==> src/source/note_pkg.sv <==
package note_pkg;

  //////////////////////////////////////////////////////////////////////
  // operating modes
  //////////////////////////////////////////////////////////////////////

  // idle, keys pass straight through
  localparam logic [1:0] mode_user = 2'd0;
  // every sample tick stores the live keys
  localparam logic [1:0] mode_record = 2'd1;
  // every sample tick replays the next stored word
  localparam logic [1:0] mode_playback = 2'd2;

  //////////////////////////////////////////////////////////////////////
  // default build sizes
  //////////////////////////////////////////////////////////////////////

  // keys on the board row
  localparam int default_key_count = 17;
  // take memory depth is 2**addr_width words
  localparam int default_addr_width = 9;
  // about 10 ms at 27 MHz
  localparam int default_stable_cycles = 270000;

  // volume setting and its limits
  localparam int volume_width = 5;
  localparam int volume_reset = 8;
  localparam int volume_max = 31;

endpackage

==> src/source/take_recorder.sv <==
`timescale 1ns/1ps

module take_recorder #(
  parameter int key_count = note_pkg::default_key_count,
  parameter int addr_width = note_pkg::default_addr_width
) (
  input  logic                 clock,
  input  logic                 reset,
  input  logic                 sample_tick,
  input  logic [1:0]           mode,
  input  logic                 record_start,
  input  logic [key_count-1:0] keys_clean,
  input  logic                 write_grant,
  output logic                 write_request,
  output logic [addr_width:0]  write_addr,
  output logic [key_count-1:0] write_keys
);
  import note_pkg::*;

  logic take_full;
  logic capture;

  // never wrap onto the start of the take
  assign take_full = write_addr[addr_width];
  assign capture = sample_tick && (mode == mode_record) && !take_full && !write_request;

  always_ff @(posedge clock) begin
    if (reset || record_start) begin
      write_request <= 1'b0;
      write_addr <= '0;
    end else if (write_grant) begin
      // the grant finishes the write
      write_request <= 1'b0;
      write_addr <= write_addr + 1'b1;
    end else if (capture) begin
      write_request <= 1'b1;
    end
  end

  // snapshot of the keys at the tick
  always_ff @(posedge clock) begin
    if (capture) begin
      write_keys <= keys_clean;
    end
  end

endmodule

==> config.mk <==
export PLATFORM = sky130hd
export DESIGN_NAME = take_recorder
export DESIGN_NICKNAME = d
export VERILOG_FILES = /design/src/source/note_pkg.sv /design/src/source/take_recorder.sv
export SDC_FILE = /design/constraint.sdc
export NUM_CORES = 1
export LEC_CHECK = 0
export BUFFER_PORTS_ARGS = -buffer_cell sky130_fd_sc_hd__buf_2
export CAP_MARGIN = 25
export CORE_AREA = 2 2 55 57
export CTS_BUF_LIST = sky130_fd_sc_hd__clkbuf_16
export DETAILED_ROUTE_END_ITERATION = 10
export DIE_AREA = 0 0 57 59
export GPL_TIMING_DRIVEN = 0
export PLACE_DENSITY_LB_ADDON = 0.3
export RECOVER_POWER = 50
export SLEW_MARGIN = 10
export SYNTH_ARGS = -nofsm -noshare
export SYNTH_HDL_FRONTEND = slang
export SYNTH_SLANG_ARGS = --single-unit
==> constraint.sdc <==
create_clock -name clock -period 1.65 [get_ports clock]
set_input_delay 0.165 -clock clock [delete_from_list [all_inputs] [get_ports clock]]
set_output_delay 0.165 -clock clock [all_outputs]
set_load 0.01 [all_outputs]
==> flow_summary.json <==
{
  "crit_type": "flip-flop to flip-flop",
  "synth_area_leader_cell": "edfxtp_1",
  "dp.cells": 151,
  "antenna_found_initial": 0,
  "synthDistinctLibCells": 22,
  "synth.area.top_cells": "edfxtp_1 (51%), dfxtp_1 (22%), nor2_1 (2.6%)",
  "ctsLongestPathBuffers": 2,
  "r2r_end": "write_addr[8]",
  "wl_per_cell_um": 12.10,
  "cts_made_buffers": 3,
  "layout.nets": 150,
  "first_pass_iters": 3,
  "fillCellCount": 275,
  "grt_pass1_vias": 705,
  "finalClockSkew_ns": 0.002398,
  "ios": 52,
  "cap_violations": 0,
  "fin_crit_sh_pct": 89.83,
  "fin_setup_tns_ns": 0,
  "seqCellArea_um2": 733.2,
  "dieArea_um2": 3363,
  "drv_slew": 0,
  "drt_iter0_markers": 9,
  "multiInputGateArea_um2": 257.7,
  "synth_common_cells": "edfxtp_1 (17), dfxtp_1 (11), nor2_1 (7)",
  "setup_viol": 0,
  "drc_errors": 0,
  "hpwlAfterDp_um": 1453,
  "yosysMostFrequentCell": "edfxtp_1",
  "cp-end-kind": "flip-flop",
  "clk_pin_slew_ns": 0.06,
  "power_density_nw_per_um2": 1104,
  "critical_path.max_fanout": 4,
  "final_cell_count_no_fill": 155,
  "ant_nets": 0,
  "hold_path.class": "primary input to flip-flop",
  "syn_inst": 70,
  "r2r_slack_ns": 0.17,
  "cts_resized": 0,
  "routed_wl_um": 1875,
  "cp.required_ns": 1.83,
  "clkSinkCount": 28,
  "grt_util_all_layers_pct": 11.79,
  "grt_start_max_net_pins": 19,
  "die_h_um": 59,
  "hold_start": "keys_clean[11]",
  "vias": 752,
  "outcome": "finished clean",
  "grt_pass1_wl_um": 3084,
  "cts_root_buffer": "clkbuf_16",
  "syn_area_per_cell_um2": 14.26,
  "worstSkewPairLatency_ns": 0.25,
  "synth-seq-area-share_pct": 73.18,
  "io_buffers": 50,
  "area_delta_synth_final_pct": 37.59,
  "syn_nets": 95,
  "synthArstFlopShare_pct": 0,
  "relSlewSlack_pct": 70.80,
  "ctsHtreeMaxLevel": 1,
  "fmax_mhz": 674.7,
  "worstHoldEndpoint": "write_keys[11]",
  "drive_gt1_share_pct": 34.68,
  "vdd_ir_drop_max_mv": 0.6933,
  "place.gp.congestion": 0.6790,
  "start_kind": "flip-flop",
  "hold-path-cell-count": 1,
  "worst_slew_pin_slew_ns": 0.4380,
  "rows": 19,
  "viasPerCell": 4.852,
  "synthesis.area_um2": 998.5,
  "arrival_ns": 1.67,
  "cellLeakagePower_nw": 0.5295,
  "start_util_pct": 36.84,
  "core_area_um2": 2710,
  "post_cts_buffers": 0,
  "yosys_most_used_dff": "edfxtp_1",
  "ys_ff_latch": 28,
  "synth-edff-count": 17,
  "hold_viol": 0,
  "cts_tree": "yes",
  "hold_buffers": 0,
  "grt_overflow": 0,
  "fp.dieW_um": 57,
  "rsz0062_at_grt": "no",
  "fin_crit_ns": 1.482,
  "yosys_warnings": 0,
  "synth_top_cell_area_share_pct": 51.13,
  "reg2reg_depth": 4,
  "diodes": 0,
  "r2r-start": "write_addr[0]"
}
==> stage by stage <==
step                      hold slack [ns]  cell area (um^2)  setup slack (ns)  utilization [%]  total power, mW
after floorplan                    0.2639             998.5            0.1687                -           0.8054
after global placement             0.3426              1287            0.1437            47.51           0.8435
after detailed placement           0.3436              1287            0.1092            47.51           0.8460
after CTS                         0.07707              1393           0.08565            51.39            1.539
after global routing              0.06858              1374           0.06409            50.69            1.581
final                             0.08255              1374            0.1678            50.69            1.517
==> worst max path at each step <==
stage,slack [ns],depth (start not counted),end,from
3_3_place_gp,0.14,4,write_addr[8],write_addr[0]
6_report,0.17,4,write_addr[8],write_addr[0]
5_1_grt,0.06,4,write_addr[8],write_addr[0]
3_5_place_dp,0.11,4,write_addr[8],write_addr[0]
4_1_cts,0.09,4,write_addr[8],write_addr[0]
2_1_floorplan,0.17,4,write_addr[8],write_addr[0]
==> state kept, by name (all words and copies together) (netlist names) <==
register,count
write_keys,17
write_request,1
write_addr,10
==> routing by layer <==
metal	vias up	GRT usage [%]	share of wire (%)
met1	346	14.87	44
met2	37	19.38	44
met3	2	3.057	11
met5	-	0	0
met4	0	4.983	0.43
li1	367	-	-
==> cells in the final DEF (no fill, tap or decap), types with 2 or more instances in the layout <==
master,synthesis,routed
dfxtp_2,0,2
buf_2,0,32
o21ai_0,3,3
o31ai_1,2,2
clkbuf_1,1,19
or4_1,2,2
nand4_1,2,2
clkbuf_16,0,3
or3_1,2,2
xor2_1,3,3
dfxtp_1,11,9
nand2_1,4,4
nor2_1,7,7
a21oi_1,5,5
nand3_1,2,2
edfxtp_1,17,17
==> where the power goes <==
part	leakage [nW]	internal [mW]	switching (mW)
Clock	0.0511	0.482	0.208
Combinational	0.233	0.0311	0.0324
Sequential	0.246	0.758	0.00565
==> worst max-delay path, stage by stage, from the launching register on <==
cell and delay (ns):
dfxtp_2 0.38, ha_1 0.21, nand3_1 0.14, or4_1 0.53, a21oi_1 0.15
==> kinds of logic after synthesis <==
kind of cell             after synthesis  share of synthesized area (%)
XOR/XNOR                               4                          3.509
buffers and inverters                  2                          1.128
AND/OR/NAND/NOR                       23                          13.66
AO/OA/AOI/OAI                         11                          6.265
adder cells (fa/ha/maj)                1                          1.253
flip-flops                            28                          73.18
multiplexers                           1                          1.003
==> cell type report <==
type | count | share of cell area, %
sequential | 28 | 53.37
timing repair buffer | 50 | 16.58
tap | 31 | 2.823
clock inverter | 1 | 2.186
clock buffer | 3 | 5.464
multi-input combinational | 40 | 18.76
buffer | 2 | 0.8197
(Power assumes the default switching activity.)
