[config.mk]
export PLATFORM = sky130hd
export DESIGN_NAME = mode_control
export DESIGN_NICKNAME = d
export VERILOG_FILES = /design/src/source/note_pkg.sv /design/src/source/mode_control.sv
export SDC_FILE = /design/constraint.sdc
export NUM_CORES = 1
export LEC_CHECK = 0
export ABC_AREA = 1
export BUFFER_PORTS_ARGS = -buffer_cell sky130_fd_sc_hd__buf_2
export CAP_MARGIN = 20
export CORE_MARGIN = 4
export CORE_UTILIZATION = 38
export DETAILED_ROUTE_END_ITERATION = 8
export PLACE_DENSITY = 0.65
export SLEW_MARGIN = 20
export SYNTH_ARGS = -nofsm -noshare
export SYNTH_HDL_FRONTEND = slang
export SYNTH_SLANG_ARGS = --single-unit
[constraint.sdc]
create_clock -name clock -period 1.5 [get_ports clock]
set_clock_uncertainty 0.2 [all_clocks]
set_input_delay 0.15 -clock clock [delete_from_list [all_inputs] [get_ports clock]]
set_output_delay 0.15 -clock clock [all_outputs]
set_load 0.02 [all_outputs]
[src/source/note_pkg.sv]
package note_pkg;

  //////////////////////////////////////////////////////////////////////
  // operating modes
  //////////////////////////////////////////////////////////////////////

  // idle, keys pass straight through
  localparam logic [1:0] mode_user = 2'd0;
  // every sample tick stores the live keys
  localparam logic [1:0] mode_record = 2'd1;
  // every sample tick replays the next stored word
  localparam logic [1:0] mode_playback = 2'd2;

  //////////////////////////////////////////////////////////////////////
  // default build sizes
  //////////////////////////////////////////////////////////////////////

  // keys on the board row
  localparam int default_key_count = 17;
  // take memory depth is 2**addr_width words
  localparam int default_addr_width = 9;
  // about 10 ms at 27 MHz
  localparam int default_stable_cycles = 270000;

  // volume setting and its limits
  localparam int volume_width = 5;
  localparam int volume_reset = 8;
  localparam int volume_max = 31;

endpackage

[src/source/mode_control.sv]
`timescale 1ns/1ps

module mode_control #(
  parameter int addr_width = note_pkg::default_addr_width
) (
  input  logic                clock,
  input  logic                reset,
  input  logic                sample_tick,
  input  logic                record_clean,
  input  logic                play_clean,
  input  logic [addr_width:0] write_addr,
  input  logic                play_done,
  output logic [1:0]          mode,
  output logic                record_start,
  output logic                play_start,
  output logic [addr_width:0] take_length
);
  import note_pkg::*;

  logic record_last;
  logic play_last;
  logic record_edge;
  logic play_edge;
  // presses waiting for the next tick
  logic record_pending;
  logic play_pending;
  logic take_full;
  logic take_empty;

  assign record_edge = record_clean & ~record_last;
  assign play_edge = play_clean & ~play_last;
  // msb of the write count is set once every address is used
  assign take_full = write_addr[addr_width];
  assign take_empty = (write_addr == '0);

  always_ff @(posedge clock) begin
    record_last <= record_clean;
    play_last <= play_clean;
  end

  //////////////////////////////////////////////////////////////////////
  // user / record / playback FSM stepped on sample ticks
  //////////////////////////////////////////////////////////////////////
  always_ff @(posedge clock) begin
    if (reset) begin
      mode <= mode_user;
      record_pending <= 1'b0;
      play_pending <= 1'b0;
      record_start <= 1'b0;
      play_start <= 1'b0;
      take_length <= '0;
    end else begin
      record_start <= 1'b0;
      play_start <= 1'b0;
      if (sample_tick) begin
        // an edge in the tick cycle waits for the following tick
        record_pending <= record_edge;
        play_pending <= play_edge;
        case (mode)
          mode_user: begin
            if (record_pending) begin
              mode <= mode_record;
              record_start <= 1'b1;
            end else if (play_pending && take_length != '0) begin
              mode <= mode_playback;
              play_start <= 1'b1;
            end
          end
          mode_record: begin
            if (play_pending && !take_empty) begin
              take_length <= write_addr;
              mode <= mode_playback;
              play_start <= 1'b1;
            end else if (record_pending || play_pending || take_full) begin
              take_length <= write_addr;
              mode <= mode_user;
            end
          end
          mode_playback: begin
            if (record_pending) begin
              mode <= mode_record;
              record_start <= 1'b1;
            end else if (play_done) begin
              mode <= mode_user;
            end
          end
          default: mode <= mode_user;
        endcase
      end else begin
        record_pending <= record_pending | record_edge;
        play_pending <= play_pending | play_edge;
      end
    end
  end

endmodule

==> results.py, run 1 <==
metrics = {
    "synth": {
        "synth_edf_count": 0,
        "synth_area_per_cell_um2": 7.11,
        "yosys_warnings": 0,
        "synth_ff_type": "dfxtp_1",
        "synth.area.top_cells": "dfxtp_1 48%, nor2_1 17%, o21ai_1 8.0%",
        "syn-instance-count": 106,
        "yosysMostFrequentCell": "nor2_1",
        "synth-seq-area-share": 0.478,
        "ys_ff_latch": 18,
        "syn-num-nets": 122,
        "synthTopCellsByCount": "35 x nor2_1, 18 x dfxtp_1, 13 x nand2_1",
        "yosys.area.top_type_share": 0.478,
        "yosysTopAreaCell": "dfxtp_1",
        "ys_types": 19,
        "syn_area_um2": 753,
        "synth_async_sr_flop_share": 0,
    },
    "floorplanning": {
        "die-width_um": 52.5,
        "core_area_mm2": 0.00180,
        "dieArea_mm2": 0.00276,
        "start_util": 0.418,
        "fp-row-count": 15,
        "die_h_um": 52.5,
        "design.portCount": 30,
    },
    "global_routing": {
        "antenna_found_initial": 0,
        "grt_pass1_vias": 771,
        "grt_max_degree": 12,
        "grt_overflow": 0,
        "grt_pass1_wl_mm": 3.07,
        "grt_util_all_layers": 0.151,
    },
    "sta": {
        "setup_viol": 0,
        "clock.fmax_mhz": 699,
        "setup_slack_ps": 68.8,
        "tightest_slew_ps": 262,
        "whs_ps": 33.1,
        "period_share": 0.954,
        "hold_violations": 0,
        "timing.final.crit_period_ps": 1430,
        "finalMaxSlewViolations": 0,
        "max-slew-margin-rel": 0.824,
    },
    "critical_path": {
        "startpoint_type": "flop",
        "crit_type": "flop to flop",
        "crit_fanout": 5,
        "critical_path.max_stage_delay_ps": 430,
        "path_cells": "inv_1, nand2_1, nor2_2, nor2_2, nand3_1, a21oi_2",
        "required_ps": 1530,
        "endpoint_kind": "flop",
        "crit_slowest_cell": "dfxtp_1",
        "cp_data_arrival_time_ps": 1460,
        "cp_common_cell": "nor2_2",
    },
    "layout": {
        "fin_area_mm2": 0.00110,
        "syn_to_final_growth_pct": 46.7,
        "fill_cells": 187,
        "fin_nets": 167,
        "layout-drive-gt1-share": 0.287,
        "antenna_cells": 0,
    },
    "detailed_routing": {
        "wl_mm": 1.90,
        "vias": 784,
        "avgRoutedWirePerCell_um": 10.9,
        "vias_per_cell": 4.48,
        "postRouteAntennaNets": 0,
        "drtIter0Drc": 6,
        "dr.pass1.iters": 4,
        "drc_errors": 0,
    },
    "min_path": {
        "hp-class": "primary input to flop",
    },
    "place": {
        "pre_cts_slack_ps": 105,
        "port_buffers": 29,
        "place_area_um2": 918,
        "dpl.hpwl_mm": 1.35,
        "place.gp.congestion": 0.805,
    },
    "clock_network": {
        "cts_tree": "done",
        "cts_sinks": 18,
        "cts_buffer_depth": 2,
        "cts_max_level": 1,
        "cts_buffers": 3,
        "cts_root_buffer": "clkbuf_4",
        "post-cts-setup-buffers": 0,
        "path_clk_slew_ps": 100,
        "clk_latency_ps": 290,
    },
    "power": {
        "finalPower_mw": 0.925,
        "max-vdd-ir-drop_uv": 648,
        "powerDensity_mw_per_mm2": 837,
        "p_leak_nw": 0.517,
    },
    "job": {
        "cap_violations": 0,
    },
    "run_status": {
        "status": "finished, final reports clean",
    },
}
## layer usage
layer  vias to the layer above  share of wire  global-route usage
met5                         -              0                   0
met4                         0          0.026               0.102
met3                         6          0.050              0.0313
met2                        22           0.48               0.244
met1                       330           0.44               0.177
li1                        426              -                   -
## worst max-delay path: cells and delay by family, from the launching register on
kind | cells | cell delay [ps]
DFF | 1 | 430
AOI/OAI and AO/OA | 1 | 120
buffers and inverters | 1 | 130
and+or+nand+nor | 4 | 500
## stage by stage
stage                     TNS, ps  instances  utilization
after floorplan                 0        106            -
after global placement          0        158        0.510
after detailed placement        0        158        0.510
after CTS                       0        175        0.602
after global routing        -79.2        175        0.613
final                           0        175        0.613
## cell usage in the layout (no fill, tap or decap), types with 3 or more instances in the layout
cell type	n
buf_2	29
dfxtp_1	17
inv_1	7
clkbuf_4	3
nand3_1	4
o21ai_1	11
nor2_1	35
a21oi_1	3
dlygate4sd3_1	13
nand2_1	13
## registers in the layout (all words and copies together) (netlist names)
signal / flops
record_pending: 1
play_pending: 1
record_start: 1
mode: 2
record_last: 1
take_length: 10
play_last: 1
play_start: 1
## timing repair
item / CTS / global route
hold buffers: 13 / 0
hold endpoints to repair: 16 / 0
endpoints found under the setup margin: 0 / 12
gates resized for setup: 0 / 5
## final timing paths
| check | startpoint | to | slack, ps | depth (start not counted) |
|---|---|---|---|---|
| min | sample_tick | record_start | 30 | 3 |
| min reg2reg | record_last | record_pending | 290 | 3 |
| max | mode[1] | mode[0] | 70 | 6 |
| max reg2reg | mode[1] | mode[0] | 70 | 6 |
## kinds of logic (layout without fill, tap and decap cells)
family | Yosys count | after routing | synth area share
simple gates | 58 | 58 | 0.322
compound gates | 19 | 19 | 0.140
flops | 18 | 18 | 0.478
buf+inv | 11 | 55 | 0.0598
## cell type report
| type | count | area [µm²] | share of cell area |
|---|---|---|---|
| timing repair buffer | 42 | 275 | 0.249 |
| tap | 25 | 31.3 | 0.0283 |
| sequential | 18 | 362 | 0.327 |
| clock buffer | 4 | 36.3 | 0.0328 |
| inverter | 9 | 36.3 | 0.0328 |
| multi-input combinational | 77 | 364 | 0.330 |
## where the power goes
part | switching (mW) | total, mW | internal (mW)
registers | 0.00792 | 0.496 | 0.488
clock network | 0.150 | 0.298 | 0.148
logic | 0.0686 | 0.131 | 0.0620
total | 0.227 | 0.925 | 0.698
Power figures use the tool's default switching activity.
==> inputs of run 2 (changes only) <==
--- a/config.mk
+++ b/config.mk
@@ -11,7 +11,8 @@
 export CORE_MARGIN = 4
 export CORE_UTILIZATION = 38
 export DETAILED_ROUTE_END_ITERATION = 8
-export PLACE_DENSITY = 0.65
+export GPL_ROUTABILITY_DRIVEN = 0
+export PLACE_DENSITY = 0.74
 export SLEW_MARGIN = 20
 export SYNTH_ARGS = -nofsm -noshare
 export SYNTH_HDL_FRONTEND = slang
==> results.py, run 2 (synthesis gave the netlist of run 1 again) <==
metrics = {
    "run_status": {
        "status": "finished, final reports clean",
    },
    "critical_path": {
        "endpoint_kind": "flop",
        "crit_type": "primary input to flop",
        "required_ps": 1490,
        "crit_fanout": 3,
        "r2r_cells": 7,
        "path_cells": "dlygate4sd3_1, buf_2, nor2_1, nand3_1, o21ai_2, nand3_1, nand2_1, nor2_1",
        "startpoint_type": "primary input",
        "crit_slowest_cell": "dlygate4sd3_1",
        "r2r_start": "mode[1]",
        "rr_endpoint": "mode[1]",
        "cp_data_arrival_time_ps": 1420,
        "critical_path.max_stage_delay_ps": 530,
        "worstSetupStartpoint": "write_addr[1]",
        "rrSetupSlack_ps": 160,
    },
    "layout": {
        "final_common_cell": "nor2_1",
        "registers.top_by_ff_count": "take_length",
        "antenna_cells": 0,
        "largest_reg_flops": 10,
        "final_cell_mix": "35 x nor2_1, 29 x buf_2, 17 x dfxtp_1",
        "final_util": 0.610,
        "fin_area_mm2": 0.00110,
        "fin_nets": 167,
        "syn_to_final_growth_pct": 45.8,
        "layout-drive-gt1-share": 0.280,
        "largestRegisters": "take_length: 10 flops, mode: 2 flops",
    },
    "sta": {
        "setup_slack_ps": 73.0,
        "tightest_slew_ps": 272,
        "setup_viol": 0,
        "hold_violations": 0,
        "finalMaxSlewViolations": 0,
        "period_share": 0.951,
        "clock.fmax_mhz": 701,
        "whs_ps": 49.3,
        "timing.final.crit_period_ps": 1430,
        "max-slew-margin-rel": 0.817,
    },
    "detailed_routing": {
        "drtIter0Drc": 21,
        "dr.pass1.iters": 4,
        "vias": 805,
        "vias_per_cell": 4.60,
        "avgRoutedWirePerCell_um": 10.2,
        "drc_errors": 0,
        "wl_mm": 1.79,
        "postRouteAntennaNets": 0,
    },
    "global_routing": {
        "antenna_found_initial": 0,
        "grt_overflow": 0,
        "grt_pass1_wl_mm": 2.81,
        "grt_pass1_vias": 709,
        "grt_util_all_layers": 0.137,
        "grt_max_degree": 12,
    },
    "floorplanning": {
        "die-width_um": 52.5,
        "fp-row-count": 15,
        "design.portCount": 30,
        "core_area_mm2": 0.00180,
        "dieArea_mm2": 0.00276,
        "die_h_um": 52.5,
        "start_util": 0.418,
    },
    "clock_network": {
        "cts_tree": "done",
        "path_clk_slew_ps": 100,
        "clk_latency_ps": 280,
        "cts_buffers": 3,
        "cts_root_buffer": "clkbuf_4",
        "cts_buffer_depth": 2,
        "cts_max_level": 1,
        "cts_sinks": 18,
    },
    "min_path": {
        "min-delay-start": "sample_tick",
        "hold_path_end": "record_start",
        "worstHoldPathCells": 3,
        "hp-class": "primary input to flop",
    },
    "place": {
        "dpl.hpwl_mm": 1.29,
        "pre_cts_slack_ps": 117,
        "port_buffers": 29,
        "place_area_um2": 918,
    },
    "power": {
        "p_leak_nw": 0.517,
        "finalPower_mw": 0.908,
        "max-vdd-ir-drop_uv": 589,
        "powerDensity_mw_per_mm2": 826,
    },
    "job": {
        "cap_violations": 0,
    },
}
==> run 2: final cells by class <==
class	count	area (µm²)
Tap cell	25	31.3
Fill cell	169	703
Timing Repair Buffer	42	275
Clock buffer	4	36.3
Multi-Input combinational cell	77	360
Inverter	9	33.8
Sequential cell	18	362
==> run 2: stage by stage <==
step	setup TNS (ps)	instances
6_report	0	175
3_3_place_gp	0	158
5_1_grt	-18.7	175
3_5_place_dp	0	158
2_1_floorplan	0	106
4_1_cts	0	175
==> run 2: worst max path at each step <==
stage | to | slack [ps] | cells after the start
2_1_floorplan | mode[1] | 160 | 7
3_3_place_gp | take_length[9] | 150 | 6
3_5_place_dp | take_length[5] | 120 | 6
4_1_cts | mode[1] | 70 | 8
5_1_grt | mode[1] | -20 | 8
6_report | mode[1] | 70 | 8
==> run 2: routing by layer <==
metal / global-route usage / up-vias / wire length [µm]
met5: 0 / - / 0
met4: 0.0511 / 0 / 8
met3: 0.0370 / 2 / 141
met2: 0.219 / 34 / 801
met1: 0.173 / 345 / 832
li1: - / 424 / -
==> run 2: where the power goes <==
| part | total [mW] | switching, mW | leakage, nW | internal [mW] |
|---|---|---|---|---|
| clock | 0.285 | 0.138 | 0.0210 | 0.148 |
| combinational | 0.127 | 0.0656 | 0.350 | 0.0611 |
| sequential | 0.495 | 0.00726 | 0.147 | 0.488 |
==> run 2: worst max-delay path, delay by kind of cell <==
| kind | cells | cell delay, ps |
|---|---|---|
| compound gates | 1 | 170 |
| buf+inv | 2 | 660 |
| simple gates | 5 | 430 |
==> run 2: timing repair <==
item,in CTS,in global routing
endpoints found under the hold margin,17,0
hold buffers,13,0
setup buffers,0,0
setup endpoints to repair,0,12
resized for setup,0,3
