==> src/source/note_pkg.sv <==
package note_pkg;

  //////////////////////////////////////////////////////////////////////
  // operating modes
  //////////////////////////////////////////////////////////////////////

  // idle, keys pass straight through
  localparam logic [1:0] mode_user = 2'd0;
  // every sample tick stores the live keys
  localparam logic [1:0] mode_record = 2'd1;
  // every sample tick replays the next stored word
  localparam logic [1:0] mode_playback = 2'd2;

  //////////////////////////////////////////////////////////////////////
  // default build sizes
  //////////////////////////////////////////////////////////////////////

  // keys on the board row
  localparam int default_key_count = 17;
  // take memory depth is 2**addr_width words
  localparam int default_addr_width = 9;
  // about 10 ms at 27 MHz
  localparam int default_stable_cycles = 270000;

  // volume setting and its limits
  localparam int volume_width = 5;
  localparam int volume_reset = 8;
  localparam int volume_max = 31;

endpackage

==> src/source/key_debouncer.sv <==
`timescale 1ns/1ps

module key_debouncer #(
  parameter int stable_cycles = note_pkg::default_stable_cycles
) (
  input  logic clock,
  input  logic reset,
  input  logic noisy,
  output logic clean
);

  // wide enough to reach stable_cycles
  localparam int count_width = $clog2(stable_cycles + 1);

  // last sampled level of the raw input
  logic held;
  // cycles the held level has stayed unchanged
  logic [count_width-1:0] count;
  logic expired;

  assign expired = (count == count_width'(stable_cycles));

  always_ff @(posedge clock) begin
    if (reset) begin
      // start out agreeing with the pin
      held <= noisy;
      count <= '0;
      clean <= noisy;
    end else if (noisy != held) begin
      // any bounce restarts the hold time
      held <= noisy;
      count <= '0;
    end else if (expired) begin
      clean <= held;
    end else begin
      count <= count + 1'b1;
    end
  end

  // the clean level only moves once the hold time has run out
  clean_after_hold: assert property (@(posedge clock) disable iff (reset)
    !$past(reset) && (clean != $past(clean)) |-> $past(expired));

endmodule

==> config.mk <==
export PLATFORM = sky130hd
export DESIGN_NAME = key_debouncer
export DESIGN_NICKNAME = d
export VERILOG_FILES = /design/src/source/note_pkg.sv /design/src/source/key_debouncer.sv
export SDC_FILE = /design/constraint.sdc
export NUM_CORES = 1
export LEC_CHECK = 0
export BUFFER_PORTS_ARGS = -buffer_cell sky130_fd_sc_hd__buf_4
export CAP_MARGIN = 10
export CORE_AREA = 2 2 49 51
export DETAILED_ROUTE_END_ITERATION = 16
export DIE_AREA = 0 0 51 53
export GPL_TIMING_DRIVEN = 0
export PLACE_DENSITY = 0.77
export SYNTH_ARGS = -nofsm -noshare
export SYNTH_HDL_FRONTEND = slang
export SYNTH_SLANG_ARGS = --single-unit
==> constraint.sdc <==
create_clock -name clock -period 1.8 [get_ports clock]
set_input_delay 0.27 -clock clock [delete_from_list [all_inputs] [get_ports clock]]
set_output_delay 0.27 -clock clock [all_outputs]
set_load 0.02 [all_outputs]
==> results.sh, run 1 <==
export IMPL_dp_cells=144
export IMPL_hp_class="in2reg"
export IMPL_area_delta_synth_final_pct=16.1
export IMPL_timing_rr_start="count[8]"
export IMPL_crit_fanout=5
export IMPL_grt_overflow=0
export IMPL_core_area_sq_mm=0.00215
export IMPL_timing_fmax_mhz=569
export IMPL_min_from="noisy"
export IMPL_ios=4
export IMPL_rows=17
export IMPL_netSwitchingPower_w=0.000193
export IMPL_final_antenna_net_count=0
export IMPL_worstSetupEndpointType="flip-flop"
export IMPL_die_x_microns=51
export IMPL_wl_per_cell_microns=13.5
export IMPL_cts_buffer_depth=2
export IMPL_clk_pin_slew_ns=0.12
export IMPL_clock_skew_ns=0.00439
export IMPL_cts_sinks=21
export IMPL_post_route_min_period_ns=1.76
export IMPL_cts_tree="done"
export IMPL_critical_path_required_ns=1.83
export IMPL_power_leakage_nw=0.356
export IMPL_report_final_hold_viol_count=0
export IMPL_clkPwrFrac_pct=30.1
export IMPL_r2r_end="clean"
export IMPL_htreeDepth=1
export IMPL_ys_types=31
export IMPL_p_sw_share_pct=24.9
export IMPL_clk_latency_ns=0.32
export IMPL_pwr_share_comb_pct=7.1
export IMPL_drv_slew=0
export IMPL_crit_buf_inv=0
export IMPL_initial_utilization_pct=47.5
export IMPL_routed_wl_mm=2.06
export IMPL_cp_arrival_ns=1.79
export IMPL_drtIter0Drc=22
export IMPL_drt_pass1_iterations=4
export IMPL_layout_nets=130
export IMPL_postSynthCellCount=113
export IMPL_drc=0
export IMPL_syn_cell_area_sq_mm=0.00102
export IMPL_crit_chain="or4b_1, or3_4, o31ai_4"
export IMPL_grt_max_degree=13
export IMPL_yosysTopAreaCellShare_pct=37.3
export IMPL_regToRegSetupSlack_ns=0.04
export IMPL_place_gp_congestion=0.746
export IMPL_avgViaCountPerCell=5.56
export IMPL_vias=845
export IMPL_root_buffer="clkbuf_4"
export IMPL_port_buffer_count=3
export IMPL_critPathKind="reg2reg"
export IMPL_stdcell_count=152
export IMPL_finalCritPeriodShare_pct=97.6
export IMPL_synthTopCellsByArea="dfxtp_1 37%, xnor2_1 6.9%, edfxtp_1 5.9%"
export IMPL_critPathLaunchType="flip-flop"
export IMPL_grtUsageTotal_pct=17.6
export IMPL_synth_flop_cell="dfxtp_1"
export IMPL_p_per_area_mw_per_mm2=655
export IMPL_antenna_found_initial=0
export IMPL_synth_seq_area_share_pct=43.1
export IMPL_path_delay_family="simple AND/OR/NAND/NOR gates"
export IMPL_synth_seq_cells=21
export IMPL_p_int_w=0.000582
export IMPL_yosys_top_cells_count="19 x dfxtp_1, 12 x nor2_1, 8 x nand2_1, 8 x xnor2_1, 7 x inv_1"
export IMPL_ir_worst_vdd_mv=0.549
export IMPL_synth_warnings=0
export IMPL_syn_avg_cell_area_sq_um=9.04
export IMPL_async_reset_ff_share_pct=0
export IMPL_tightest_slew_ns=0.406
export IMPL_cts_buffers_inserted=3
export IMPL_p_seq_share_pct=62.7
export IMPL_drive_above_1_share_pct=22.6
export IMPL_chipHeight_microns=53
export IMPL_setup_viol=0
export IMPL_antenna_cells=0
export IMPL_nFillCells=187
export IMPL_synth_enable_flop_cells=2
export IMPL_slew_headroom_pct=72.9
export IMPL_grt_pass1_wl_mm=3.45
export IMPL_grt_pass1_vias=789
export IMPL_synth_nets=118
export IMPL_cap_violations=0
export IMPL_yosysTopAreaCell="dfxtp_1"
export IMPL_slowest_stage="or4b_1"
export IMPL_timing_hold_ws_ns=0.148
export IMPL_outcome="complete, no violations"
export IMPL_worst_r2r_cell_count=3
export IMPL_hold_depth=1
export IMPL_hold_end="held"
export IMPL_post_dp_hpwl_mm=1.44
export IMPL_floorplan_die_area_sq_mm=0.00270
export IMPL_yosysMostFrequentCell="dfxtp_1"
export IMPL_cpPeakStageDelay_ns=0.54
cells in the final DEF, fill, tap and decap left out, types with 3 or more instances in the layout:
cell type	n
dfxtp_1	15
nor2_1	11
nand2_1	8
xnor2_1	8
inv_1	7
buf_4	7
a21oi_1	6
o21ai_0	6
nor4_1	5
or3_1	5
nand4_1	4
nand3_1	4
nor3_1	3
clkbuf_4	3
dfxtp_2	3
power groups by stage:
stage	logic [W]	registers, W	clock network, W
finish	0.0000554	0.000487	0.000234
global route	0.0000608	0.000488	0.000252
CTS	0.0000532	0.000486	0.000237
detailed placement	0.0000490	0.000498	0
global placement	0.0000464	0.000497	0
floorplan	0.0000292	0.000499	0
final cells by class:
cell class              count  area [sq um]  area share, %
clock inverters             1          5.00          0.422
inverters                   8          31.3           2.64
multi-input cells          83           586           49.4
plain buffers               1          5.00          0.422
repair buffers              7          52.6           4.44
well taps                  28          35.0           2.96
flip-flops and latches     21           448           37.8
clock buffers               3          22.5           1.90
repair_timing:
item / in CTS / in global routing
endpoints found under the setup margin: 6 / 4
resized for setup: 10 / 4
pin swaps: 3 / 3
hold buffers: 0 / 0
setup buffers: 1 / 3
sequential cells by signal (all words and copies together), names as in the netlist:
| register | flops |
|---|---|
| held | 1 |
| count | 19 |
| clean | 1 |
stage by stage:
| step | area, sq um | power (W) | utilization, % | worst slack, ns | setup TNS (ns) |
|---|---|---|---|---|---|
| finish | 1180 | 0.000776 | 55.2 | 0.0439 | 0 |
| global route | 1180 | 0.000801 | 55.2 | -0.0112 | -0.0112 |
| CTS | 1150 | 0.000776 | 53.4 | -0.00159 | -0.00159 |
| detailed placement | 1080 | 0.000547 | 50.2 | -0.0982 | -0.241 |
| global placement | 1080 | 0.000543 | 50.2 | -0.0535 | -0.0859 |
| floorplan | 1020 | 0.000528 | - | 0.0499 | 0 |
worst max-delay path by stage:
stage / startpoint / endpoint / slack [ns] / cells past startpoint
after global placement: count[0] / count[16] / -0.05 / 5
after detailed placement: count[0] / count[16] / -0.1 / 5
after floorplan: count[6] / clean / 0.05 / 3
after global routing: held / held / -0.01 / 4
final: count[8] / clean / 0.04 / 3
after CTS: count[8] / count[0] / -0.002 / 4
per-layer routing:
metal / GRT usage, % / share of wire (%)
met1: 20.4 / 45
met5: 0 / 0
met3: 2.82 / 2.7
met2: 29.7 / 49
met4: 12.2 / 3.4
cell families (layout without fill, tap and decap cells):
family,after synthesis,in the layout,synth area share (%)
AOI/OAI and AO/OA,17,17,10.1
xor gates and xnor gates,10,10,8.58
adders and majority gates,2,2,2.45
buffers and inverters,9,20,3.31
DFF,21,21,43.1
muxes,3,3,3.06
and+or+nand+nor,51,51,29.4
No activity file was read; power rests on OpenSTA's default activity.
==> run 2, diff against run 1 <==
--- a/config.mk
+++ b/config.mk
@@ -5,11 +5,12 @@
 export SDC_FILE = /design/constraint.sdc
 export NUM_CORES = 1
 export LEC_CHECK = 0
+export ABC_AREA = 1
 export BUFFER_PORTS_ARGS = -buffer_cell sky130_fd_sc_hd__buf_4
 export CAP_MARGIN = 10
-export CORE_AREA = 2 2 49 51
+export CORE_AREA = 2 2 66 43
 export DETAILED_ROUTE_END_ITERATION = 16
-export DIE_AREA = 0 0 51 53
+export DIE_AREA = 0 0 68 45
 export GPL_TIMING_DRIVEN = 0
 export PLACE_DENSITY = 0.77
 export SYNTH_ARGS = -nofsm -noshare
==> run 2 against run 1 <==
  * First-iteration DRC count rose to 2.9 times the previous value
  * Sequential power barely moved
  * Clock power rose by 32%
  * Critical path type unchanged
  * Largest cell class unchanged
  * Via count rose by 27%
  * Worst hold slack improved by 0.059 ns
  * Maximum frequency rose by 24%
  * Routed wire length rose by 14%
  * Highest routed layer unchanged
==> results.sh, run 2 <==
export IMPL_avgViaCountPerCell=5.10
export IMPL_final_cell_mix="33 x nand2_1, 27 x nor2_1, 20 x inv_1"
export IMPL_postCtsHoldBufs=0
export IMPL_core_area_sq_mm=0.00242
export IMPL_layout_nets=185
export IMPL_place_gp_congestion=0.927
export IMPL_yosysTopAreaCell="dfxtp_1"
export IMPL_post_place_ws_ns=0.393
export IMPL_rows=14
export IMPL_hold_end="held"
export IMPL_top_regs="count (19), clean (1), held (1)"
export IMPL_wl_per_cell_microns=11.1
export IMPL_crit_buf_inv=1
export IMPL_drc=0
export IMPL_cpPeakStageDelay_ns=0.41
export IMPL_drt_pass1_iterations=4
export IMPL_finalCritPeriodShare_pct=79.0
export IMPL_hp_class="in2reg"
export IMPL_synth_seq_area_share_pct=38.1
export IMPL_worst_r2r_cell_count=7
export IMPL_grt_overflow=0
export IMPL_stdcell_area_sq_mm=0.00126
export IMPL_placed_area_sq_mm=0.00122
export IMPL_clock_skew_ns=0.00410
export IMPL_syn_cell_area_sq_mm=0.00116
export IMPL_drv_slew=0
export IMPL_grtUsageTotal_pct=18.0
export IMPL_ios=4
export IMPL_yosys_top_cells_count="33 x nand2_1, 27 x nor2_1, 20 x inv_1"
export IMPL_timing_hold_ws_ns=0.207
export IMPL_clk_pin_slew_ns=0.08
export IMPL_crit_path_frequent_cell="nand3_1"
export IMPL_cts_resized_gates=0
export IMPL_p_total_w=0.000863
export IMPL_synthTopCellsByArea="dfxtp_1 33%, nand2_1 11%, nor2_1 8.8%"
export IMPL_cp_arrival_ns=1.62
export IMPL_synth_seq_cells=21
export IMPL_port_buffer_count=3
export IMPL_initial_utilization_pct=47.8
export IMPL_grt_pass1_wl_mm=4.00
export IMPL_grt_max_degree=12
export IMPL_yosysTopAreaCellShare_pct=32.9
export IMPL_antenna_cells=0
export IMPL_post_route_min_period_ns=1.42
export IMPL_async_reset_ff_share_pct=0
export IMPL_yosysMostFrequentCell="nand2_1"
export IMPL_syn_avg_cell_area_sq_um=6.72
export IMPL_largest_reg_flops=19
export IMPL_drive_above_1_share_pct=12.8
export IMPL_worst_slack_ns=0.379
export IMPL_cts_buffers_inserted=3
export IMPL_chipHeight_microns=45
export IMPL_slew_headroom_pct=81.0
export IMPL_timing_rr_start="count[0]"
export IMPL_synth_flop_cell="dfxtp_1"
export IMPL_die_x_microns=68
export IMPL_cts_sinks=21
export IMPL_grt_setup_unrepaired="false"
export IMPL_final_common_cell="nand2_1"
export IMPL_critical_path_required_ns=1.99
export IMPL_synth_nets=177
export IMPL_outcome="complete, no violations"
export IMPL_crit_start="count[0]"
export IMPL_setup_viol=0
export IMPL_hold_depth=1
export IMPL_p_per_area_mw_per_mm2=683
export IMPL_area_delta_synth_final_pct=9.31
export IMPL_routed_wl_mm=2.35
export IMPL_worstSetupEndpointType="flip-flop"
export IMPL_clk_latency_ns=0.26
export IMPL_slowest_stage="dfxtp_1"
export IMPL_ir_worst_vdd_mv=0.320
export IMPL_min_from="noisy"
export IMPL_floorplan_die_area_sq_mm=0.00306
export IMPL_path_delay_family="simple AND/OR/NAND/NOR gates"
export IMPL_cts_buffer_depth=2
export IMPL_synth_enable_flop_cells=2
export IMPL_critPathLaunchType="flip-flop"
export IMPL_report_final_hold_viol_count=0
export IMPL_htreeDepth=1
export IMPL_postSynthCellCount=172
export IMPL_synth_warnings=0
export IMPL_post_dp_hpwl_mm=1.86
export IMPL_antenna_found_initial=0
export IMPL_power_leakage_nw=0.421
export IMPL_regToRegSetupSlack_ns=0.38
export IMPL_tns_ns=0
export IMPL_tightest_slew_ns=0.284
export IMPL_crit_fanout=5
export IMPL_critPathKind="reg2reg"
export IMPL_largest_register="count"
export IMPL_ys_types=21
export IMPL_post_cts_buffers=0
export IMPL_r2r_end="count[12]"
export IMPL_vias=1077
export IMPL_grt_pass1_vias=864
export IMPL_root_buffer="clkbuf_8"
export IMPL_crit_chain="ha_1, nand3_1, nor2_1, nand2_1, inv_1, nand3_1, a21oi_1"
export IMPL_cts_tree="done"
export IMPL_cap_violations=0
export IMPL_final_antenna_net_count=0
export IMPL_timing_fmax_mhz=704
export IMPL_drtIter0Drc=64
-- run 2: cell types whose count changed after synthesis, sizes merged, moves of 9 or more --
cell and delta:
nand3 +11, a21oi +9, nor2 +24, nand2 +27, inv +16
-- run 2: worst register-to-register path, stage by stage (launching register included) --
cell and delay, ns:
dfxtp_1 0.41, ha_1 0.24, nand3_1 0.14, nor2_1 0.12, nand2_1 0.13, inv_1 0.11, nand3_1 0.07, a21oi_1 0.14
-- run 2: worst max-delay path by stage --
stage / endpoint / slack [ns] / cells past startpoint
2_1_floorplan: clean / 0.52 / 6
3_3_place_gp: clean / 0.38 / 6
3_5_place_dp: clean / 0.39 / 6
4_1_cts: count[12] / 0.38 / 7
5_1_grt: count[10] / 0.18 / 7
6_report: count[12] / 0.38 / 7
-- run 2: cells by family (layout without fill, tap and decap cells) --
group                    count (synthesis)  count (layout)  share of synthesized area (%)
multiplexers                             1               1                          0.974
flip-flops                              21              21                           38.1
AO/OA/AOI/OAI                           28              28                           12.3
XOR/XNOR                                 1               1                          0.758
AND/OR/NAND/NOR                         94              94                           36.9
adder cells (fa/ha/maj)                  2               2                           2.16
buffers and inverters                   25              32                           8.77
-- run 2: final cells by class --
type,instances,area (sq um)
repair buffers,3,22.5
flip-flops and latches,21,440
plain buffers,2,15.0
clock buffers,4,45.0
fillers,235,1150
well taps,32,40.0
inverters,23,86.3
multi-input cells,126,614
-- run 2: report_power, final --
group / switching (W) / leakage, nW / internal, W / total, W
sequential: 0.00000697 / 0.173 / 0.000480 / 0.000487
clock: 0.000152 / 0.0228 / 0.000158 / 0.000310
combinational: 0.0000404 / 0.225 / 0.0000254 / 0.0000658
total: 0.000199 / 0.421 / 0.000663 / 0.000863
-- run 2: metrics by stage --
step	std cells	util [%]
final	211	52.3
after global routing	211	52.3
after CTS	211	52.3
after detailed placement	207	50.4
after global placement	207	50.4
after floorplan	172	-
-- run 2: layer usage --
| layer | global-route usage [%] | up-vias | wire [microns] |
|---|---|---|---|
| li1 | - | 568 | - |
| met1 | 27.8 | 476 | 1220 |
| met2 | 24.1 | 31 | 910 |
| met3 | 5.99 | 2 | 209 |
| met4 | 3.60 | 0 | 10 |
| met5 | 0 | - | 0 |
