File: config.mk
export PLATFORM = sky130hd
export DESIGN_NAME = volume_control
export DESIGN_NICKNAME = d
export VERILOG_FILES = /design/src/source/note_pkg.sv /design/src/source/volume_control.sv
export SDC_FILE = /design/constraint.sdc
export NUM_CORES = 1
export LEC_CHECK = 0
export BUFFER_PORTS_ARGS = -buffer_cell sky130_fd_sc_hd__buf_2
export CAP_MARGIN = 10
export CELL_PAD_IN_SITES_DETAIL_PLACEMENT = 1
export CELL_PAD_IN_SITES_GLOBAL_PLACEMENT = 1
export CORE_AREA = 2 2 39 41
export DETAILED_ROUTE_END_ITERATION = 16
export DIE_AREA = 0 0 41 43
export PLACE_DENSITY_LB_ADDON = 0.1
export SLEW_MARGIN = 20
export SYNTH_ARGS = -nofsm -noshare
export SYNTH_HDL_FRONTEND = slang
export SYNTH_SLANG_ARGS = --single-unit
File: constraint.sdc
create_clock -name clock -period 3.1 [get_ports clock]
set_clock_uncertainty 0.2 [all_clocks]
set_input_delay 0.31 -clock clock [delete_from_list [all_inputs] [get_ports clock]]
set_output_delay 0.31 -clock clock [all_outputs]
set_load 0.03 [all_outputs]
File: src/source/note_pkg.sv
package note_pkg;

  //////////////////////////////////////////////////////////////////////
  // operating modes
  //////////////////////////////////////////////////////////////////////

  // idle, keys pass straight through
  localparam logic [1:0] mode_user = 2'd0;
  // every sample tick stores the live keys
  localparam logic [1:0] mode_record = 2'd1;
  // every sample tick replays the next stored word
  localparam logic [1:0] mode_playback = 2'd2;

  //////////////////////////////////////////////////////////////////////
  // default build sizes
  //////////////////////////////////////////////////////////////////////

  // keys on the board row
  localparam int default_key_count = 17;
  // take memory depth is 2**addr_width words
  localparam int default_addr_width = 9;
  // about 10 ms at 27 MHz
  localparam int default_stable_cycles = 270000;

  // volume setting and its limits
  localparam int volume_width = 5;
  localparam int volume_reset = 8;
  localparam int volume_max = 31;

endpackage

File: src/source/volume_control.sv
`timescale 1ns/1ps

module volume_control (
  input  logic                              clock,
  input  logic                              reset,
  input  logic                              up_clean,
  input  logic                              down_clean,
  output logic [note_pkg::volume_width-1:0] volume
);
  import note_pkg::*;

  logic up_last;
  logic down_last;
  logic up_edge;
  logic down_edge;

  // press edges of the debounced buttons
  assign up_edge = up_clean & ~up_last;
  assign down_edge = down_clean & ~down_last;

  always_ff @(posedge clock) begin
    up_last <= up_clean;
    down_last <= down_clean;
    if (reset) begin
      volume <= volume_width'(volume_reset);
    end else if (up_edge && !down_edge && volume != volume_width'(volume_max)) begin
      volume <= volume + 1'b1;
    end else if (down_edge && !up_edge && volume != '0) begin
      // both pressed at once cancel out
      volume <= volume - 1'b1;
    end
  end

  // stays within limits and moves one step at most
  volume_step: assert property (@(posedge clock) disable iff (reset)
    !$past(reset) |-> (volume <= volume_max) && ((volume == $past(volume)) ||
      (volume == $past(volume) + 1) || (volume + 1 == $past(volume))));

endmodule

==> results_dict.tcl, run 1 <==
set metrics [dict create \
    gp_congestion 0.733 \
    outcome "finished clean" \
    coreArea_mm2 0.00138 \
    end_kind "flip-flop" \
    dieHeight_um 43 \
    grt_max_degree 9 \
    vias_per_cell 5.22 \
    detail-route-antenna-nets 0 \
    port_buffers 8 \
    synth_mux_area_frac 0.0503 \
    finalSetupViolCount 0 \
    place_ws_ns 0.418 \
    cts.sinks 7 \
    slew_violations 0 \
    vias 381 \
    period_share 0.942 \
    die-area_mm2 0.00176 \
    crit_buf_inv 3 \
    nNetsFinal 66 \
    cpMaxStageDelayCell "dlygate4sd3_1" \
    wl_per_cell_um 14.3 \
    grt_usage 0.149 \
    p_switching_w 0.000101 \
    rsz0062_at_grt "false" \
    cts_tree "built" \
    hold_violations 0 \
    synth_xor_xnor_area_share 0.0414 \
    min_period_ns 2.92 \
    path_max_fanout 8 \
    synth-compound-area-share 0.219 \
    holdPathStages 2 \
    slew_headroom 0.810 \
    antenna_cells 0 \
    postLayoutCellArea_um2 529 \
    grt_overflow 0 \
    first_global_vias 391 \
    worstSetupStartpointType "primary input" \
    antenna_found_initial 0 \
    min_path_type "in -> reg" \
    pin_count 9 \
    seq_area_frac_synth 0.331 \
    p_leak_nw 0.252 \
    power.density_mw_per_mm2 556 \
    synth_top_area_frac 0.331 \
    area_delta_synth_final_pct 25.1 \
    start_util 0.306 \
    drtIter0Drc 7 \
    first_pass_iters 4 \
    synth-edff-count 0 \
    synthTopCellsByArea "dfxtp_1 33%, ha_1 8.9%, fa_1 4.7%" \
    crit_cells 10 \
    clk_latency_ns 0.25 \
    ctsHtreeMaxLevel 1 \
    yosysWarnings 0 \
    syn_avg_cell_area_um2 9.84 \
    power_frac_seq 0.388 \
    placementRows 14 \
    crit_family "buffers and inverters" \
    synthFlopType "dfxtp_1" \
    r2r_cells 8 \
    yosys.area_share.adder 0.136 \
    place_area_um2 483 \
    clkPwrFrac 0.283 \
    peakVddDrop_uv 207 \
    clkSlewWorstSetupHoldPaths_ns 0.05 \
    cts_root_buf "clkbuf_4" \
    ys_async_sr_fraction 0 \
    max_freq_mhz 342 \
    p_sw_frac 0.342 \
    synth_area_um2 423 \
    clockBufferDepth 2 \
    postRouteWirelength_um 1050 \
    ys_ff_latch 7 \
    numCtsBuffers 3 \
    layout-drive-gt1-share 0.263 \
    die_w_um 41 \
    drc_errors 0 \
    worst_slew_pin_slew_ns 0.284 \
    ys_top_cells_by_count "7 x dfxtp_1, 3 x a21oi_1, 3 x ha_1, 3 x nor3_1" \
    syn_inst 43 \
    path_cells "dlygate4sd3_1 -> buf_2 -> or2b_1 -> o211a_1 -> inv_2 -> fa_1 -> a21o_1 -> a21oi_1 -> mux2i_1 -> mux2_1" \
    crit_required_ns 3.03 \
    fillers 165 \
    tns_ns 0 \
    maxCapViolations 0 \
    grt_pass1_wl_um 1730 \
    arrival_ns 2.85 \
    yosysUniqueCellTypes 25 \
    syn-num-nets 51 \
    synthSimpleGateAreaFrac 0.213 \
    criticalPathCategory "in -> reg" \
    synth_top_family_by_area "compound AO/OA/AOI/OAI gates" \
    slowest_delay_ns 0.53 \
    netlist.top_cell.by_area "dfxtp_1" \
    p_comb_frac 0.329 \
    yosysMostFrequentCell "dfxtp_1" \
    layout_setup_ws_ns 0.179 \
    hpwl_um 832 \
    intPower_w 0.000194 \
    power_w 0.000294 \
]
[state kept, by name, summed over array words and instances, names as in the netlist]
| name | count |
|---|---|
| up_last | 1 |
| volume | 5 |
| down_last | 1 |
[what timing repair did]
item	CTS	global route
endpoints found under the hold margin	2	0
resized for setup	0	1
hold buffers	2	0
buffers inserted	0	0
endpoints found under the setup margin	0	1
[power groups by stage]
| stage | clock, W | combinational [W] | sequential [W] |
|---|---|---|---|
| final | 0.0000833 | 0.0000969 | 0.000114 |
| after global routing | 0.0000959 | 0.000105 | 0.000116 |
| after CTS | 0.0000877 | 0.0000979 | 0.000114 |
| after detailed placement | 0 | 0.0000955 | 0.000116 |
| after global placement | 0 | 0.0000910 | 0.000115 |
| after floorplan | 0 | 0.0000567 | 0.000129 |
[cell families after synthesis]
family | Yosys count
simple gates | 15
compound gates | 12
flops | 7
fa+ha+maj | 4
xor+xnor | 2
mux | 2
buf+inv | 1
[area by class of cell]
cell class | count | area (um2) | area share
clock buffers | 4 | 26.3 | 0.0496
inverters | 1 | 3.75 | 0.00709
multi-input cells | 35 | 279 | 0.527
flip-flops and latches | 7 | 140 | 0.265
well taps | 16 | 20.0 | 0.0378
repair buffers | 10 | 60.1 | 0.113
[worst paths after layout]
kind                            startpoint        end  slack (ns)
worst max-delay path            down_clean  volume[4]        0.18
worst min register to register   volume[4]  volume[4]        0.39
worst min-delay path                 reset  volume[2]        0.11
worst max register to register   volume[0]  volume[4]        0.52
[cells in the final DEF, fill, tap and decap left out, types with 2 or more instances in the layout]
| cell type | instances |
|---|---|
| xnor2_1 | 2 |
| ha_1 | 3 |
| nand2_1 | 2 |
| dfxtp_1 | 7 |
| dlygate4sd3_1 | 2 |
| or2b_1 | 2 |
| nand3_1 | 2 |
| buf_2 | 8 |
| and2b_1 | 2 |
| a21oi_1 | 3 |
| clkbuf_4 | 3 |
| nor3_1 | 3 |
| o211a_1 | 2 |
[through the flow]
stage          hold slack (ns)  cells   util
6_report                 0.114     73  0.382
2_1_floorplan            0.138     43      -
4_1_cts                  0.104     73  0.382
3_3_place_gp             0.231     67  0.349
3_5_place_dp             0.234     67  0.349
5_1_grt                  0.120     73  0.382
[per-layer routing]
metal,wire length (um),GRT usage,share of wire
met1,445,0.181,0.43
met2,555,0.222,0.53
met3,34,0.0471,0.033
met4,8,0.0800,0.0077
met5,0,0,0
Power figures use the tool's default switching activity.
==> run 2, diff against run 1 <==
--- a/config.mk
+++ b/config.mk
@@ -9,9 +9,9 @@
 export CAP_MARGIN = 10
 export CELL_PAD_IN_SITES_DETAIL_PLACEMENT = 1
 export CELL_PAD_IN_SITES_GLOBAL_PLACEMENT = 1
-export CORE_AREA = 2 2 39 41
+export CORE_MARGIN = 2
+export CORE_UTILIZATION = 30
 export DETAILED_ROUTE_END_ITERATION = 16
-export DIE_AREA = 0 0 41 43
 export PLACE_DENSITY_LB_ADDON = 0.1
 export SLEW_MARGIN = 20
 export SYNTH_ARGS = -nofsm -noshare
==> run 2 against run 1 <==
  * Highest routed layer unchanged
  * First-iteration DRC count down 86%
  * Register-to-register slack improved by 0.03 ns
  * Critical endpoint unchanged
  * Design area shrank 0.24%
==> results_dict.tcl, run 2 (synthesized netlist as in run 1, its figures left out) <==
set metrics [dict create \
    placementRows 13 \
    power.density_mw_per_mm2 557 \
    worst_slew_pin_slew_ns 0.275 \
    max_freq_mhz 345 \
    cts.sinks 7 \
    multiInputGateArea_um2 279 \
    slew_headroom 0.816 \
    coreArea_mm2 0.00130 \
    start_util 0.325 \
    r2r_slack_ns 0.55 \
    cpMaxStageDelayCell "dlygate4sd3_1" \
    nNetsFinal 66 \
    p_comb_frac 0.326 \
    antenna_cells 0 \
    area_delta_synth_final_pct 24.9 \
    postRouteWirelength_um 1010 \
    numCtsBuffers 3 \
    vias 377 \
    top_register "volume" \
    final_cell_mix "8 x buf_2, 7 x dfxtp_1" \
    clk_latency_ns 0.25 \
    p_switching_w 0.000100 \
    wl_per_cell_um 14.1 \
    outcome "finished clean" \
    min_path_type "in -> reg" \
    ctsHtreeMaxLevel 1 \
    finalSetupViolCount 0 \
    layout-drive-gt1-share 0.263 \
    path_max_fanout 8 \
    antenna_found_initial 0 \
    vias_per_cell 5.24 \
    reg2reg_to "volume[4]" \
    min_period_ns 2.89 \
    grt_max_degree 9 \
    cts_tree "built" \
    die-area_mm2 0.00173 \
    power_frac_seq 0.389 \
    end_kind "flip-flop" \
    dieHeight_um 41.5 \
    clkSlewWorstSetupHoldPaths_ns 0.05 \
    peakVddDrop_uv 268 \
    largest_registers "volume x5, down_last x1, up_last x1" \
    holdPathStages 2 \
    arrival_ns 2.83 \
    p_leak_nw 0.252 \
    detail-route-antenna-nets 0 \
    slowest_delay_ns 0.54 \
    die_w_um 41.5 \
    first_global_vias 423 \
    min_to "volume[1]" \
    layout_commonest_cell "buf_2" \
    first_pass_iters 2 \
    slew_violations 0 \
    pin_count 9 \
    grt_usage 0.150 \
    seqCellArea_um2 140 \
    p_sw_frac 0.341 \
    drc_errors 0 \
    tns_ns 0 \
    hold_start "reset" \
    gp_congestion 0.707 \
    clkPwrFrac 0.285 \
    rsz0062_at_grt "false" \
    fillers 164 \
    post_cts_buffers 0 \
    crit_required_ns 3.04 \
    cts_root_buf "clkbuf_4" \
    grt_pass1_wl_um 1880 \
    period_share 0.934 \
    criticalPathCategory "in -> reg" \
    grt_overflow 0 \
    fin_util 0.406 \
    drtIter0Drc 1 \
    largest_register_ffs 5 \
    maxCapViolations 0 \
    port_buffers 8 \
    r2r-start "volume[0]" \
    clockBufferDepth 2 \
    intPower_w 0.000194 \
    path_cells "dlygate4sd3_1 -> buf_2 -> or2b_1 -> o211a_1 -> inv_2 -> fa_1 -> a21o_1 -> a21oi_1 -> mux2i_1 -> mux2_1" \
    hold_violations 0 \
    worstSetupStartpointType "primary input" \
    hpwl_um 797 \
    r2r_cells 8 \
]
==> run 2: per-layer routing <==
metal / vias to the layer above / share of wire / GRT usage
met1: 181 / 0.45 / 0.158
met2: 6 / 0.48 / 0.238
met4: 0 / 0.041 / 0.135
met5: - / 0 / 0
li1: 186 / - / -
met3: 4 / 0.028 / 0.0435
==> run 2: final cells by class <==
type	count	area share
tap	15	0.0355
timing repair buffer	10	0.114
inverter	1	0.00711
multi-input combinational	35	0.528
sequential	7	0.265
clock buffer	4	0.0498
==> run 2: how the worst max path moves through the flow <==
stage	slack, ns	cells after the start	start	end
final	0.21	10	down_clean	volume[4]
after global routing	0.03	10	down_clean	volume[4]
after CTS	0.13	10	down_clean	volume[4]
after detailed placement	0.45	9	down_clean	volume[4]
after global placement	0.46	9	down_clean	volume[4]
after floorplan	0.52	8	volume[0]	volume[4]
==> run 2: critical path: cells and delay by family <==
family	cells	cell delay (ns)
muxes	2	0.57
AOI/OAI and AO/OA	3	0.60
adders and majority gates	1	0.42
buffers and inverters	3	0.78
and+or+nand+nor	1	0.15
==> run 2: what timing repair did <==
item / CTS / global route
resized for setup: 0 / 1
setup endpoints to repair: 0 / 1
hold endpoints to repair: 2 / 0
hold buffers: 2 / 0
==> run 2: power groups by stage <==
stage	registers (W)	logic [W]	clock network [W]
after floorplan	0.000129	0.0000567	0
after CTS	0.000114	0.0000972	0.0000866
final	0.000114	0.0000959	0.0000838
after detailed placement	0.000116	0.0000939	0
after global routing	0.000117	0.000106	0.0000924
after global placement	0.000115	0.0000914	0
==> run 2: per-stage QoR <==
| stage | instance area (um2) | setup slack, ns | hold WS, ns | total power, W | cells |
|---|---|---|---|---|---|
| after CTS | 528 | 0.133 | 0.0932 | 0.000298 | 72 |
| after global placement | 482 | 0.457 | 0.229 | 0.000207 | 66 |
| after floorplan | 423 | 0.516 | 0.138 | 0.000185 | 43 |
| after global routing | 528 | 0.0276 | 0.101 | 0.000315 | 72 |
| final | 528 | 0.205 | 0.102 | 0.000294 | 72 |
| after detailed placement | 482 | 0.452 | 0.241 | 0.000210 | 66 |
==> run 3, diff against run 2 <==
==> constraint.sdc (replaced) <==
create_clock -name clock -period 3.17 [get_ports clock]
set_clock_uncertainty 0.2 [all_clocks]
set_input_delay 0.317 -clock clock [delete_from_list [all_inputs] [get_ports clock]]
set_output_delay 0.317 -clock clock [all_outputs]
set_load 0.03 [all_outputs]
==> run 3 against run 2 <==
  * Setup slack worse by 0.0021 ns
  * Combinational power is 2.4% lower
  * Critical path depth stayed put
  * Sequential cell count stayed put
  * Global-route usage stayed put
  * Power is 2.4% lower
  * Design area stayed put
  * Critical endpoint unchanged
  * Largest cell class unchanged
==> results_dict.tcl, run 3 (synthesized netlist as in run 1, its figures left out) <==
set metrics [dict create \
    outcome "finished clean" \
    max_freq_mhz 337 \
    numCtsBuffers 3 \
    crit_required_ns 3.11 \
    worstSetupStartpointType "primary input" \
    hold_violations 0 \
    cpMaxStageDelayCell "dlygate4sd3_1" \
    detail-route-antenna-nets 0 \
    layout_commonest_cell "buf_2" \
    slew_headroom 0.826 \
    port_buffers 8 \
    layout_setup_ws_ns 0.203 \
    p_leak_nw 0.252 \
    wl_per_cell_um 14.0 \
    top_register "volume" \
    hpwl_um 797 \
    maxCapViolations 0 \
    nNetsFinal 66 \
    dp_cells 66 \
    first_global_vias 423 \
    postLayoutCellArea_um2 528 \
    path_cells "dlygate4sd3_1 -> buf_2 -> or2b_1 -> o211a_1 -> inv_1 -> fa_1 -> a21o_1 -> a21oi_1 -> mux2i_1 -> mux2_1" \
    coreArea_mm2 0.00130 \
    grt_max_degree 9 \
    area_delta_synth_final_pct 24.9 \
    clkPwrFrac 0.285 \
    antenna_found_initial 0 \
    tns_ns 0 \
    path_max_fanout 8 \
    finalSetupViolCount 0 \
    final_cell_mix "8 x buf_2, 7 x dfxtp_1" \
    end_kind "flip-flop" \
    layout-drive-gt1-share 0.246 \
    slew_violations 0 \
    cts_resized 0 \
    p_sw_frac 0.340 \
    grt_overflow 0 \
    dieHeight_um 41.5 \
    clkSlewWorstSetupHoldPaths_ns 0.05 \
    largest_registers "volume x5, down_last x1, up_last x1" \
    p_comb_frac 0.326 \
    power_frac_seq 0.388 \
    fillers 164 \
    drtIter0Drc 1 \
    vias_per_cell 5.22 \
    cts_tree "built" \
    vias 376 \
    intPower_w 0.000189 \
    cts.sinks 7 \
    stdcell_count 72 \
    grt_pass1_wl_um 1880 \
    ctsHtreeMaxLevel 1 \
    min_path_type "in -> reg" \
    placementRows 13 \
    p_switching_w 0.0000976 \
    drc_errors 0 \
    start_util 0.325 \
    first_pass_iters 2 \
    gp_congestion 0.707 \
    antenna_cells 0 \
    postRouteWirelength_um 1010 \
    clk_latency_ns 0.25 \
    grt_usage 0.150 \
    clockBufferDepth 2 \
    slowest_delay_ns 0.54 \
    pin_count 9 \
    criticalPathCategory "in -> reg" \
    largest_register_ffs 5 \
    die-area_mm2 0.00173 \
    arrival_ns 2.90 \
    period_share 0.936 \
    min_period_ns 2.97 \
    peakVddDrop_uv 262 \
    power.density_mw_per_mm2 543 \
    place_ws_ns 0.515 \
    place_area_um2 482 \
    cts_root_buf "clkbuf_4" \
    die_w_um 41.5 \
    worst_slew_pin_slew_ns 0.261 \
    rsz0062_at_grt "false" \
]
[run 3: repair_timing]
action / CTS / global route
hold buffers: 2 / 0
buffers inserted: 0 / 0
hold endpoints to repair: 2 / 0
[run 3: final timing paths]
kind	slack [ns]	cells past startpoint	to	startpoint
max	0.20	10	volume[4]	down_clean
min	0.11	2	volume[1]	reset
max reg2reg	0.53	8	volume[4]	volume[1]
min reg2reg	0.39	2	volume[4]	volume[4]
[run 3: worst max-delay path, delay by kind of cell]
family / cells / cell delay [ns]
buffers and inverters: 3 / 0.84
AO/OA/AOI/OAI: 3 / 0.58
multiplexers: 2 / 0.57
adder cells (fa/ha/maj): 1 / 0.44
AND/OR/NAND/NOR: 1 / 0.15
[run 3: layer usage]
layer  vias to the layer above  part of all wire  GRT usage
met5                         -                 0          0
met4                         0             0.042      0.135
met3                         4             0.028     0.0435
met2                         6              0.48      0.238
met1                       180              0.44      0.158
li1                        186                 -          -
[run 3: power by group through the flow]
stage          combinational [W]  clock [W]  sequential (W)
2_1_floorplan          0.0000554          0        0.000126
3_3_place_gp           0.0000894          0        0.000113
3_5_place_dp           0.0000919          0        0.000114
4_1_cts                0.0000950  0.0000847        0.000112
5_1_grt                 0.000104  0.0000903        0.000114
6_report               0.0000936  0.0000819        0.000111
[run 3: layout make-up]
cell class	instances	area, um2	share of cell area
clock buffers	4	26.3	0.0498
inverters	1	3.75	0.00711
multi-input cells	35	279	0.528
flip-flops and latches	7	140	0.265
well taps	15	18.8	0.0355
repair buffers	10	60.1	0.114
[run 3: stage by stage]
stage                     power, W   util  hold slack [ns]
after CTS                 0.000292  0.406            0.100
after detailed placement  0.000206  0.370            0.248
after global routing      0.000308  0.406            0.108
final                     0.000287  0.406            0.109
after floorplan           0.000181      -            0.145
after global placement    0.000202  0.370            0.236
